--- config.mk ---
export PLATFORM = sky130hd
export DESIGN_NAME = opl_core
export DESIGN_NICKNAME = d
export VERILOG_FILES = /design/src/design/opl_pkg.sv /design/src/design/op_sequencer.sv /design/src/design/operator_bank.sv /design/src/design/opl_core.sv /design/src/design/sample_mixer.sv
export VERILOG_INCLUDE_DIRS = /design/src /design/src/design
export SDC_FILE = /design/constraint.sdc
export NUM_CORES = 2
export LEC_CHECK = 0
export ABC_AREA = 1
export BUFFER_PORTS_ARGS = -buffer_cell sky130_fd_sc_hd__buf_4
export CAP_MARGIN = 25
export CORE_ASPECT_RATIO = 0.9
export CORE_MARGIN = 5
export CORE_UTILIZATION = 50
export DETAILED_ROUTE_END_ITERATION = 16
export PLACE_DENSITY = 0.73
export REMOVE_ABC_BUFFERS = 1
export SKIP_CTS_REPAIR_TIMING = 1
export SYNTH_ARGS = -nofsm -noshare
export SYNTH_HDL_FRONTEND = slang
export SYNTH_SLANG_ARGS = --single-unit
--- constraint.sdc ---
create_clock -name clk -period 6.1 [get_ports clk]
set_clock_uncertainty 0.2 [all_clocks]
set_input_delay 0.305 -clock clk [delete_from_list [all_inputs] [get_ports clk]]
set_output_delay 0.305 -clock clk [all_outputs]
set_load 0.01 [all_outputs]
--- src/design/opl_defines.svh ---
// opl operator core parameters
// bank and slot counts plus the datapath widths shared by every block

`ifndef OPL_DEFINES_SVH
`define OPL_DEFINES_SVH

// number of identical operator banks
`define OPL_NUM_BANKS 2

// operator slots swept per bank on every sample
`define OPL_OPS_PER_BANK 4

// datapath widths
`define OPL_PHASE_W 20
`define OPL_OUT_W 13
`define OPL_SAMPLE_W 16
`define OPL_ENV_W 4
`define OPL_FB_W 3

// peak of the quarter-sine table, also the square wave level
`define OPL_SINE_MAX 2047

`endif

--- src/design/opl_pkg.sv ---
// opl operator core types
// register write, per-sample slot broadcast and bank result structs

`default_nettype none

`include "opl_defines.svh"

package opl_pkg;

    typedef logic [$clog2(`OPL_NUM_BANKS)-1:0]    bank_idx_t;   // selects one bank
    typedef logic [$clog2(`OPL_OPS_PER_BANK)-1:0] slot_idx_t;   // selects one slot in a bank
    typedef logic [`OPL_PHASE_W-1:0]              phase_t;      // accumulator and increment
    typedef logic [`OPL_ENV_W-1:0]                env_t;        // right shift applied to output
    typedef logic [`OPL_FB_W-1:0]                 fb_t;         // zero turns feedback off

    // waveform select, encoded as in the OPL3 ws register
    typedef enum logic [2:0] {
        SINE         = 3'd0,
        HALF_SINE    = 3'd1,
        ABS_SINE     = 3'd2,
        QUARTER_SINE = 3'd3,
        ALT_SINE     = 3'd4,
        ALT_ABS_SINE = 3'd5,
        SQUARE       = 3'd6,
        SAW          = 3'd7
    } wave_sel_e;

    // settings of one slot as held in the register file
    typedef struct packed {
        phase_t    phase_inc;
        wave_sel_e wave;
        env_t      env_shift;
        fb_t       fb;
    } slot_cfg_t;

    // one host write into the register file
    typedef struct packed {
        bank_idx_t bank;
        slot_idx_t slot;
        phase_t    phase_inc;
        wave_sel_e wave;
        env_t      env_shift;
        fb_t       fb;
        logic      key_on;          // restart this slot on the next sweep
    } reg_write_t;

    // one step of the sweep, broadcast to every bank at once
    typedef struct packed {
        slot_idx_t                         slot;
        logic [`OPL_NUM_BANKS-1:0]         key_on_pulse;   // one bit for each bank
        slot_cfg_t [`OPL_NUM_BANKS-1:0]    bank;           // bank b reads bank[b]
    } slot_cmd_t;

    // result of one slot in one bank
    typedef struct packed {
        logic signed [`OPL_OUT_W-1:0] op_out;
    } bank_out_t;

endpackage

`default_nettype wire

--- src/design/op_sequencer.sv ---
// operator sequencer
// holds the register file and key-on flags, and on each accepted sample strobe
// sweeps the slots and broadcasts every slot's settings to all banks

`timescale 1ns/1ps
`default_nettype none

`include "opl_defines.svh"

module op_sequencer (
    input  logic                clk,
    input  logic                rst_n,
    input  logic                cfg_wr,        // single cycle write strobe
    input  opl_pkg::reg_write_t cfg,
    input  logic                sample_en,     // single cycle sample strobe
    output logic                slot_valid,
    output opl_pkg::slot_cmd_t  slot_cmd
);
    import opl_pkg::*;

    localparam int NB = `OPL_NUM_BANKS;
    localparam int NS = `OPL_OPS_PER_BANK;

    slot_cfg_t regs [NB][NS];                      // register file, one entry per bank and slot
    logic      key_on_flag [NB][NS];               // pending restart, sent with the next sweep

    logic      busy;                               // a sweep is running
    slot_idx_t slot_cnt;                           // next slot to issue while busy
    logic      start;                              // strobe accepted this cycle
    logic      issue;                              // a slot goes out on this edge
    slot_idx_t issue_slot;

    always_comb begin
        start      = sample_en && !busy;           // strobes during a sweep are dropped
        issue      = start || busy;
        issue_slot = busy ? slot_cnt : '0;         // slot 0 leaves on the accepting edge
    end

    // sweep control and the registered valid
    always_ff @(posedge clk or negedge rst_n) begin
        if (!rst_n) begin
            busy       <= 1'b0;
            slot_cnt   <= '0;
            slot_valid <= 1'b0;
        end else begin
            slot_valid <= issue;
            if (start) begin
                busy     <= (NS > 1);              // a single slot sweep ends at once
                slot_cnt <= slot_idx_t'(1);
            end else if (busy) begin
                slot_cnt <= slot_cnt + 1'b1;
                if (slot_cnt == slot_idx_t'(NS - 1)) begin
                    busy <= 1'b0;                  // last slot has just been issued
                end
            end
        end
    end

    // register file and key-on flags
    always_ff @(posedge clk or negedge rst_n) begin
        if (!rst_n) begin
            for (int b = 0; b < NB; b++) begin
                for (int s = 0; s < NS; s++) begin
                    regs[b][s]        <= '0;
                    key_on_flag[b][s] <= 1'b0;
                end
            end
        end else begin
            if (issue) begin
                for (int b = 0; b < NB; b++) begin
                    key_on_flag[b][issue_slot] <= 1'b0;   // flag is consumed as it is sent
                end
            end
            if (cfg_wr) begin
                regs[cfg.bank][cfg.slot] <= '{
                    phase_inc: cfg.phase_inc,
                    wave:      cfg.wave,
                    env_shift: cfg.env_shift,
                    fb:        cfg.fb
                };
                if (cfg.key_on) begin
                    key_on_flag[cfg.bank][cfg.slot] <= 1'b1;  // a new key-on beats the clear
                end
            end
        end
    end

    // settings of the slot issued on this edge, packed for every bank
    always_ff @(posedge clk) begin
        if (issue) begin
            slot_cmd.slot <= issue_slot;
            for (int b = 0; b < NB; b++) begin
                slot_cmd.bank[b]         <= regs[b][issue_slot];
                slot_cmd.key_on_pulse[b] <= key_on_flag[b][issue_slot];
            end
        end
    end

endmodule

`default_nettype wire

--- src/design/operator_bank.sv ---
// operator bank
// per-slot phase accumulators with self-feedback, quarter-sine waveform
// shaping and shift attenuation, two cycles from slot_valid to out_valid

`timescale 1ns/1ps
`default_nettype none

`include "opl_defines.svh"

module operator_bank #(
    parameter int BANK_INDEX = 0                   // which fields of slot_cmd belong to this bank
) (
    input  logic               clk,
    input  logic               rst_n,
    input  logic               slot_valid,
    input  opl_pkg::slot_cmd_t slot_cmd,
    output logic               out_valid,
    output opl_pkg::bank_out_t bank_out
);
    import opl_pkg::*;

    localparam int  NS        = `OPL_OPS_PER_BANK;
    localparam int  PHASE_W   = `OPL_PHASE_W;
    localparam int  OUT_W     = `OPL_OUT_W;
    localparam int  IDX_W     = 8;                 // quarter wave index below the two quadrant bits
    localparam int  ROM_DEPTH = 1 << IDX_W;
    localparam int  ROM_W     = $clog2(`OPL_SINE_MAX + 1);
    localparam int  SAW_W     = 11;                // saw ramps over the top 11 phase bits
    localparam real PI        = 3.14159265358979;

    localparam logic signed [OUT_W-1:0] WAVE_MAX = `OPL_SINE_MAX;

    // samples sit at the middle of each step so the table never hits zero
    function automatic logic [ROM_DEPTH-1:0][ROM_W-1:0] build_sine_rom();
        logic [ROM_DEPTH-1:0][ROM_W-1:0] rom;
        real                             angle;
        for (int i = 0; i < ROM_DEPTH; i++) begin
            angle  = (i + 0.5) * PI / (2.0 * ROM_DEPTH);
            rom[i] = ROM_W'($rtoi(`OPL_SINE_MAX * $sin(angle) + 0.5));
        end
        return rom;
    endfunction

    localparam logic [ROM_DEPTH-1:0][ROM_W-1:0] SINE_ROM = build_sine_rom();

    // full sine from a quarter table, bit 18 mirrors and bit 19 negates
    function automatic logic signed [OUT_W-1:0] sine_lookup(input phase_t ph);
        logic [IDX_W-1:0]        idx;
        logic signed [OUT_W-1:0] mag;
        idx = ph[PHASE_W-3 -: IDX_W];
        if (ph[PHASE_W-2]) begin
            idx = ~idx;
        end
        mag = OUT_W'(SINE_ROM[idx]);
        return ph[PHASE_W-1] ? -mag : mag;
    endfunction

    function automatic logic signed [OUT_W-1:0] abs_val(input logic signed [OUT_W-1:0] v);
        return (v < 0) ? -v : v;
    endfunction

    phase_t                  phase_acc [NS];       // accumulated phase, no modulation
    logic signed [OUT_W-1:0] fb_mem [NS];          // last output of each slot

    slot_cfg_t               cfg;                  // this bank's share of the command
    logic                    key_pulse;
    phase_t                  acc_next;
    logic signed [PHASE_W-1:0] fb_ext;             // feedback sign extended to phase width
    phase_t                  fb_term;

    logic                    s1_valid;             // stage 1 holds the final phase
    phase_t                  s1_phase;
    wave_sel_e               s1_wave;
    env_t                    s1_env;
    slot_idx_t               s1_slot;

    phase_t                  alt_phase;
    logic signed [OUT_W-1:0] sine_val;
    logic signed [OUT_W-1:0] alt_val;
    logic signed [OUT_W-1:0] saw_val;
    logic signed [OUT_W-1:0] shaped;
    logic signed [OUT_W-1:0] atten;

    always_comb begin
        cfg       = slot_cmd.bank[BANK_INDEX];
        key_pulse = slot_cmd.key_on_pulse[BANK_INDEX];
        acc_next  = phase_acc[slot_cmd.slot] + cfg.phase_inc;   // wraps at phase width
        fb_ext    = fb_mem[slot_cmd.slot];
        fb_term   = (cfg.fb == '0) ? '0 : phase_t'(fb_ext <<< (2 + cfg.fb));
    end

    // stage 1 updates the accumulator and forms the modulated phase
    always_ff @(posedge clk or negedge rst_n) begin
        if (!rst_n) begin
            s1_valid <= 1'b0;
            for (int s = 0; s < NS; s++) begin
                phase_acc[s] <= '0;
                fb_mem[s]    <= '0;
            end
        end else begin
            s1_valid <= slot_valid;
            if (s1_valid) begin
                fb_mem[s1_slot] <= atten;          // becomes the modulator next sweep
            end
            if (slot_valid) begin
                if (key_pulse) begin
                    phase_acc[slot_cmd.slot] <= '0;
                    fb_mem[slot_cmd.slot]    <= '0;
                end else begin
                    phase_acc[slot_cmd.slot] <= acc_next;
                end
            end
        end
    end

    always_ff @(posedge clk) begin
        if (slot_valid) begin
            s1_phase <= key_pulse ? '0 : acc_next + fb_term;
            s1_wave  <= cfg.wave;
            s1_env   <= cfg.env_shift;
            s1_slot  <= slot_cmd.slot;
        end
    end

    // stage 2 shapes the phase into the selected waveform
    always_comb begin
        alt_phase = s1_phase << 1;                 // double speed for the alternating waves
        sine_val  = sine_lookup(s1_phase);
        alt_val   = s1_phase[PHASE_W-1] ? '0 : sine_lookup(alt_phase);
        saw_val   = OUT_W'(s1_phase[PHASE_W-1 -: SAW_W]) - OUT_W'(1 << (SAW_W - 1));
        case (s1_wave)
            SINE:         shaped = sine_val;
            HALF_SINE:    shaped = (sine_val < 0) ? '0 : sine_val;
            ABS_SINE:     shaped = abs_val(sine_val);
            QUARTER_SINE: shaped = s1_phase[PHASE_W-2] ? '0 : abs_val(sine_val);
            ALT_SINE:     shaped = alt_val;
            ALT_ABS_SINE: shaped = abs_val(alt_val);
            SQUARE:       shaped = s1_phase[PHASE_W-1] ? -WAVE_MAX : WAVE_MAX;
            SAW:          shaped = saw_val;
        endcase
        atten = shaped >>> s1_env;                 // envelope stands in as a plain shift
    end

    always_ff @(posedge clk or negedge rst_n) begin
        if (!rst_n) begin
            out_valid <= 1'b0;
        end else begin
            out_valid <= s1_valid;
        end
    end

    always_ff @(posedge clk) begin
        if (s1_valid) begin
            bank_out.op_out <= atten;
        end
    end

endmodule

`default_nettype wire

--- src/design/opl_core.sv ---
// opl operator core top level
// sequencer feeding a row of identical operator banks, summed by the mixer
// sample_valid follows an accepted sample_en by slots per bank plus 3 cycles

`timescale 1ns/1ps
`default_nettype none

`include "opl_defines.svh"

module opl_core (
    input  logic                            clk,
    input  logic                            rst_n,
    input  logic                            cfg_wr,
    input  opl_pkg::reg_write_t             cfg,
    input  logic                            sample_en,
    output logic                            sample_valid,
    output logic signed [`OPL_SAMPLE_W-1:0] sample
);
    import opl_pkg::*;

    localparam int NB = `OPL_NUM_BANKS;

    logic      slot_valid;                         // broadcast to every bank
    slot_cmd_t slot_cmd;
    logic      bank_valid [NB];
    bank_out_t bank_out [NB];

    op_sequencer op_sequencer_i (
        .clk        (clk),
        .rst_n      (rst_n),
        .cfg_wr     (cfg_wr),
        .cfg        (cfg),
        .sample_en  (sample_en),
        .slot_valid (slot_valid),
        .slot_cmd   (slot_cmd)
    );

    for (genvar b = 0; b < NB; b++) begin : g_bank
        operator_bank #(
            .BANK_INDEX (b)
        ) operator_bank_i (
            .clk        (clk),
            .rst_n      (rst_n),
            .slot_valid (slot_valid),
            .slot_cmd   (slot_cmd),
            .out_valid  (bank_valid[b]),
            .bank_out   (bank_out[b])
        );
    end

    sample_mixer sample_mixer_i (
        .clk          (clk),
        .rst_n        (rst_n),
        .out_valid    (bank_valid),
        .bank_out     (bank_out),
        .sample_valid (sample_valid),
        .sample       (sample)
    );

endmodule

`default_nettype wire

--- src/design/sample_mixer.sv ---
// sample mixer
// adds every bank output over one sweep and saturates the total to a sample

`timescale 1ns/1ps
`default_nettype none

`include "opl_defines.svh"

module sample_mixer (
    input  logic                            clk,
    input  logic                            rst_n,
    input  logic                            out_valid [`OPL_NUM_BANKS],
    input  opl_pkg::bank_out_t              bank_out [`OPL_NUM_BANKS],
    output logic                            sample_valid,
    output logic signed [`OPL_SAMPLE_W-1:0] sample
);
    import opl_pkg::*;

    localparam int NB       = `OPL_NUM_BANKS;
    localparam int NS       = `OPL_OPS_PER_BANK;
    localparam int SAMPLE_W = `OPL_SAMPLE_W;
    localparam int ACC_W    = SAMPLE_W + $clog2(NB * NS) + 1;   // headroom for every operator

    localparam logic signed [ACC_W-1:0] SAT_MAX = (2 ** (SAMPLE_W - 1)) - 1;
    localparam logic signed [ACC_W-1:0] SAT_MIN = -(2 ** (SAMPLE_W - 1));

    logic signed [ACC_W-1:0] acc;                  // running sum of the current sweep
    slot_idx_t               slot_cnt;             // slots already summed
    logic                    any_valid;
    logic signed [ACC_W-1:0] step_sum;             // contribution of this cycle
    logic signed [ACC_W-1:0] total;
    logic signed [SAMPLE_W-1:0] sat;

    always_comb begin
        any_valid = 1'b0;
        step_sum  = '0;
        for (int b = 0; b < NB; b++) begin
            if (out_valid[b]) begin
                step_sum  = step_sum + ACC_W'(bank_out[b].op_out);
                any_valid = 1'b1;
            end
        end
        total = acc + step_sum;
        if (total > SAT_MAX) begin
            sat = SAT_MAX[SAMPLE_W-1:0];
        end else if (total < SAT_MIN) begin
            sat = SAT_MIN[SAMPLE_W-1:0];
        end else begin
            sat = total[SAMPLE_W-1:0];
        end
    end

    always_ff @(posedge clk or negedge rst_n) begin
        if (!rst_n) begin
            acc          <= '0;
            slot_cnt     <= '0;
            sample_valid <= 1'b0;
        end else begin
            sample_valid <= 1'b0;
            if (any_valid) begin
                if (slot_cnt == slot_idx_t'(NS - 1)) begin
                    acc          <= '0;            // ready for the next sweep
                    slot_cnt     <= '0;
                    sample_valid <= 1'b1;
                end else begin
                    acc      <= total;
                    slot_cnt <= slot_cnt + 1'b1;
                end
            end
        end
    end

    always_ff @(posedge clk) begin
        if (any_valid && slot_cnt == slot_idx_t'(NS - 1)) begin
            sample <= sat;
        end
    end

endmodule

`default_nettype wire

# Word-level counts from Yosys, hierarchy flattened
# Memories as Yosys holds them, arrays and structs flattened.
# Cells that the tools add are included.
dict set report op_classes {
  addsub 20
  multipliers 0
  div_mod_pow 0
  order_cmp 20
  eq_ne 16
  shift 4
  mux 98
  bitwise 19
  reduce_logical 14
}
# op count
set ops {}
lappend ops {{52-bit 2-to-1 mux} 6}
lappend ops {{13-bit 2-to-1 mux} 22}
lappend ops {{240-bit bitwise mux} 1}
lappend ops {{13-bit case mux with 8 select lines} 2}
lappend ops {{20-bit 2-to-1 mux} 10}
lappend ops {{80-bit bitwise AND} 2}
lappend ops {{80-bit bitwise mux} 2}
lappend ops {{80-bit 2-to-1 mux} 2}
lappend ops {{30-bit 2-to-1 mux} 5}
lappend ops {{30-bit binary-select mux with 2-bit select} 2}
lappend ops {{120-bit demux with 1-bit select} 1}
lappend ops {{120-bit 2-to-1 mux} 1}
lappend ops {{52-bit bitwise AND} 2}
lappend ops {{52-bit bitwise mux} 2}
lappend ops {{20-bit adder} 5}
lappend ops {{20-bit binary-select mux with 2-bit select} 2}
lappend ops {{80-bit NOT} 1}
lappend ops {{30-bit demux with 2-bit select} 1}
lappend ops {{8-bit 2-to-1 mux} 7}
lappend ops {{13-bit binary-select mux with 2-bit select} 2}
lappend ops {{13-bit demux with 2-bit select} 2}
lappend ops {{13-bit by 1-bit less-than comparator with 1-bit output (second input constant)} 4}
lappend ops {{11-bit negator with 13-bit output} 4}
lappend ops {{13-bit negator} 4}
lappend ops {{other kinds (38)} 99}
dict set report word_totals {
  reg_bits 703
  latchBits 0
  ram_bits 0
  mem_bits_ro 11264
  in_bits 38
  output_inout_bits 17
  elab_cells 279
  mem_count 4
}
# memory depth width rd rd_clocked_by_memory_dff write_ports line_no
set mem_list {}
lappend mem_list {{(no name shown)} 256 11 1 0 0 operator_bank.sv:54} ;# mag = OUT_W'(SINE_ROM[idx]);
lappend mem_list {{(no name shown)} 256 11 1 0 0 operator_bank.sv:54}
lappend mem_list {{(no name shown)} 256 11 1 0 0 operator_bank.sv:54}
lappend mem_list {{(no name shown)} 256 11 1 0 0 operator_bank.sv:54}

# Logic depth before layout (Yosys ltp)
dict set report depth {
  word_depth 16
  ltp_mapped 42
}

# Cells and area by module
# Synthesis repeated with hierarchy kept, for this count alone.
dict set report hier_totals {
  hier_cells 7818
  area_unflattened_um2 52228.8
}
# mod n_inst cells_each area_each_um2 seq_area_each_um2
set by_module_without_submodules {}
lappend by_module_without_submodules {{operator_bank at g_bank[1].operator_bank_i} 1 2821 17563.1 4344.2}
lappend by_module_without_submodules {{operator_bank at g_bank[0].operator_bank_i} 1 2695 16932.5 4344.2}
lappend by_module_without_submodules {op_sequencer 1 1802 14208.6 8227.9}
lappend by_module_without_submodules {sample_mixer 1 500 3524.6 1056.0}

# Worst setup path after synthesis
# No wires, ideal clock.
dict set report synth_path {
  path_kind {register -> register}
  startpoint {register g_bank[1].operator_bank_i.out_valid}
  endpoint {register sample_mixer_i.sample[10], data pin}
  arrival_ns 5.183
  t_required_ns 5.632
  path_slack_ns 0.449
  stages_incl_launch_ff 34
  n_path_buf 3
  path_cell_list {dfrtp_1 clkbuf_1 clkbuf_1 nand2_1 inv_1 ha_1 fa_1 nand3_1 nand2_1 nand2_1 inv_1 nor2_1 o21ai_0 o21ai_0 a21oi_1 ha_1 inv_1 nor4_1 nand2_1 o211ai_1 a21oi_1 o21bai_1 a21oi_1 o21bai_1 a21oi_1 o21ai_0 a21boi_0 o21ai_0 xor2_1 inv_1 nand2_1 o31ai_1 clkbuf_1 nand2_1}
}
dict set report synth_between {
  elab_chain_cells 6
  word_cells_on_any_way 7
}
# element line_no
set synth_rtl {}
lappend synth_rtl {{start, declared} operator_bank.sv:17} ;# output logic out_valid,
lappend synth_rtl {{start signal, assigned} operator_bank.sv:148} ;# out_valid <= s1_valid;
lappend synth_rtl {{20-bit 2-to-1 mux} --}
lappend synth_rtl {{20-bit by 13-bit adder with 20-bit output} --}
lappend synth_rtl {{20-bit 2-to-1 mux *} sample_mixer.sv:38} ;# if (out_valid[b]) begin
lappend synth_rtl {{20-bit adder *} sample_mixer.sv:43} ;# total = acc + step_sum;
lappend synth_rtl {{20-bit by 16-bit less-than comparator with 1-bit output} sample_mixer.sv:46} ;# end else if (total < SAT_MIN) begin
lappend synth_rtl {{16-bit 2-to-1 mux} sample_mixer.sv:46}
lappend synth_rtl {{end signal, assigned} sample_mixer.sv:75} ;# sample <= sat;
lappend synth_rtl {{end, declared} sample_mixer.sv:15} ;# output logic signed [`OPL_SAMPLE_W-1:0] sample
# Every way passes the cells marked *; elsewhere a longest branch is shown, timed or not.
# A chain may end at the register's enable or synchronous reset.

# Worst setup path in the final report
dict set report layout_path {
  startpoint {register, netlist name op_sequencer_i.slot_cmd[62]}
  endpoint {register g_bank[0].operator_bank_i.s1_phase[19], data pin}
}
dict set report layout_between {
  elab_chain_cells 7
  word_cells_on_any_way 11
}
# element line_no
set layout_rtl {}
lappend layout_rtl {{2-bit NOT with 3-bit output (not written as such) *} {operator_bank.sv:87, operator_bank.sv:88}}
lappend layout_rtl {{branches (longest 5 deep; another with 20-bit adder)} --}
lappend layout_rtl {{20-bit adder *} operator_bank.sv:118} ;# s1_phase <= key_pulse ? '0 : acc_next + fb_term;
lappend layout_rtl {{end signal, assigned} operator_bank.sv:118}
lappend layout_rtl {{end, declared} operator_bank.sv:72} ;# phase_t s1_phase;
# Mark *: on every way between the ends. The select of a mux whose other input is x is not followed.

==> run metrics <==
Cell Area, Synth=0.0484 mm^2; Detailed Place HPWL=114,000 um; average wire per standard cell=19.5 um; violations in the final reports=negative hold slack; status=complete, but fails checks; DR vias=49,130; DRC=0; crit path kind=flip-flop to flip-flop; die width=338 um; compound-gate portion of the synthesized area=0.164; H-tree Lvls=3; final critical-path share of the clock period=0.930; Simple-Gate Fraction of Synth Area=0.311; final setup fails=0; CP peak stage delay=490 ps; Vias per Instance=5.93; Crit Path Max Fanout=18; Ports=55; Routability Congestion=1.03; main combinational cell family by area after synthesis=simple AND/OR/NAND/NOR gates; CTS clk-pin slew, worst paths=60 ps; Initial Util=0.503; RSZ-0062 raised after global routing=false; GR Util All Layers=0.303; crit path launch type=flip-flop; vias in the first global route=44,896; Final Util=0.552; Antenna Violating Nets Remaining=0; initial antenna violation count=2; Die ar.=0.103 mm^2; post-synthesis async set-or-reset flop share=0.790; first-pass GRT wire length=254,000 um; final WL=162,000 um; Max Fclk=0.176 GHz; area grow syn2layout=9.77%; Worst EP required=6240 ps; min Tclk post-route=5670 ps; Total Neg Setup Slack=0 ps; Slew @ Worst Pin=1060 ps; most used flip-flop cell after synthesis=dfrtp_1; Yosys cell types=61; mux cell area share after synthesis=0.0134; core footprint=0.0963 mm^2; initial drt markers=6,134; Mapped Cells=6,986; Num Clock Sinks=685; 1st-pass router iterations=7; area post-placement=0.0502 mm^2; Slew Limit Fails=0; Post-synth EDFFs=144; Inserted Clock Buffers=74; CP most frequent cell=a21oi_1; Ys Warns=0; nets=7,142; largest net degree at the start of global routing=163; critical path arrival=5810 ps; Hold/Removal Path Class=input port to flip-flop; Syn Area/Cell=6.93 um^2; share of layout cells above drive strength 1=0.0709; CTS tree=built; root buffer cell=clkbuf_16; Design Area, Final=0.0532 mm^2; Slew HR=0.294; Synth Area in XOR/XNOR=0.0165; Synth Area in Adders=0.0383; slowest CP cell=edfxtp_1; final hold slack=-6.01 ps; Die H=305 um; number of port buffers=54; CTS Buffer Depth=3; max-cap viol count=0; post-synthesis register bit count=685; gr ovfl total=0; # fillers=9,228; Skew-Pair Late Insertion Delay=650 ps; sequential element share of the synthesized area=0.369; Crit. End Element=flip-flop; Final Hold Fails=1; site row count=108
==> cell usage in the layout (no fill, tap or decap), types with 62 or more instances in the layout <==
cell,Yosys,routed
a21oi_1,320,320
a22oi_1,125,125
buf_4,24,201
clkbuf_16,0,76
dfrtp_1,541,540
edfxtp_1,144,144
ha_1,142,142
inv_1,661,659
mux2i_1,65,65
nand2_1,2169,2161
nand2_2,54,62
nand3_1,879,878
nor2_1,372,366
o211ai_1,73,73
o21ai_0,612,609
==> state kept, by name, indices dropped and copies added (netlist names) <==
signal,count
g_bank.operator_bank_i.s1_wave,6
op_sequencer_i.key_on_flag,8
sample_mixer_i.sample,16
sample_mixer_i.acc,20
sample_mixer_i.sample_valid,1
g_bank.operator_bank_i.s1_valid,1
op_sequencer_i.regs,240
op_sequencer_i.slot_cnt,2
g_bank.operator_bank_i.out_valid,1
g_bank.operator_bank_i.s1_phase,22
op_sequencer_i.slot_cmd,64
op_sequencer_i.busy,1
g_bank.operator_bank_i.s1_slot,2
g_bank.operator_bank_i.s1_env,8
g_bank.operator_bank_i.fb_mem,104
g_bank.operator_bank_i.phase_acc,160
op_sequencer_i.slot_valid,1
sample_mixer_i.slot_cnt,2
g_bank.operator_bank_i.bank_out,26
==> path summary, 6_finish.rpt <==
kind	from	cells after the start	endpoint	slack, ps
worst min register to register	op_sequencer_i.slot_cmd[37]	0	g_bank[1].operator_bank_i.s1_wave[0]	220
worst max-delay path	op_sequencer_i.slot_cmd[62]	28	g_bank[0].operator_bank_i.s1_phase[19]	430
worst max register to register	op_sequencer_i.slot_cmd[62]	28	g_bank[0].operator_bank_i.s1_phase[19]	430
min in group asynchronous	rst_n	2	op_sequencer_i.regs[102]	20
max in group asynchronous	rst_n	3	g_bank[1].operator_bank_i.fb_mem[36]	4180
worst min-delay path	cfg_wr	5	op_sequencer_i.regs[20]	-6
==> area by class of cell <==
| class | instances | area, um^2 | area share |
|---|---|---|---|
| inverters | 701 | 2630 | 0.0495 |
| clock inverters | 39 | 492 | 0.00925 |
| flip-flops and latches | 685 | 17900 | 0.336 |
| repair buffers | 248 | 2100 | 0.0395 |
| well taps | 1265 | 1580 | 0.0298 |
| diodes | 1 | 2.50 | 0.0000471 |
| clock buffers | 99 | 2060 | 0.0387 |
| multi-input cells | 5248 | 26400 | 0.497 |
==> cells by family after synthesis <==
group                    count (synthesis)
multiplexers                            65
AND/OR/NAND/NOR                       3593
AO/OA/AOI/OAI                         1363
buffers and inverters                 1053
flip-flops                             685
adder cells (fa/ha/maj)                146
XOR/XNOR                                81
==> stage by stage <==
stage	instances	hold slack [ps]	worst slack (ps)
after global routing	8285	6.99	5.55
after floorplan	6634	-191	-600
after detailed placement	8109	123	448
after CTS	8247	-558	436
final	8286	-6.01	429
after global placement	8106	132	572
==> critical path, delay by kind of cell (launching register included) <==
family	cells	cell delay [ps]
compound gates	13	2120
simple gates	7	880
fa+ha+maj	2	650
buf+inv	4	640
flops	1	490
xor+xnor	2	440
==> cell usage after synthesis (9+ instances only) <==
master | count | area, um^2
a211oi_1 | 9 | 67.6
a21oi_1 | 320 | 1600
a221oi_1 | 17 | 149
a22oi_1 | 125 | 938
a31oi_1 | 12 | 75.1
buf_1 | 22 | 82.6
buf_2 | 67 | 335
buf_4 | 24 | 180
buf_6 | 17 | 191
clkbuf_1 | 222 | 833
clkinv_1 | 12 | 45.0
dfrtp_1 | 541 | 13500
edfxtp_1 | 144 | 4320
ha_1 | 142 | 1780
inv_1 | 661 | 2480
inv_2 | 27 | 101
mux2i_1 | 65 | 651
nand2_1 | 2169 | 8140
nand2_2 | 54 | 338
nand3_1 | 879 | 4400
nand3_2 | 10 | 100
nand3b_1 | 11 | 82.6
nand4_1 | 27 | 169
nor2_1 | 372 | 1400
nor2_2 | 19 | 119
nor3_1 | 25 | 125
o211ai_1 | 73 | 548
o21a_1 | 46 | 345
o21ai_0 | 612 | 3060
o21ai_1 | 25 | 125
o21bai_1 | 19 | 143
o221ai_1 | 44 | 385
o22ai_1 | 27 | 169
xnor2_1 | 23 | 201
xor2_1 | 49 | 429
==> per-layer routing <==
| metal | global-route usage | share of wire | up-vias |
|---|---|---|---|
| met4 | 0.0808 | 0.026 | 0 |
| met1 | 0.458 | 0.44 | 23062 |
| met3 | 0.0657 | 0.11 | 296 |
| met5 | 0 | 0 | - |
| li1 | - | - | 23197 |
| met2 | 0.441 | 0.43 | 2575 |
Power is left out: the tool's default activity adds up to more than one toggle a clock period on the data nets, which glitch-free logic cannot reach.
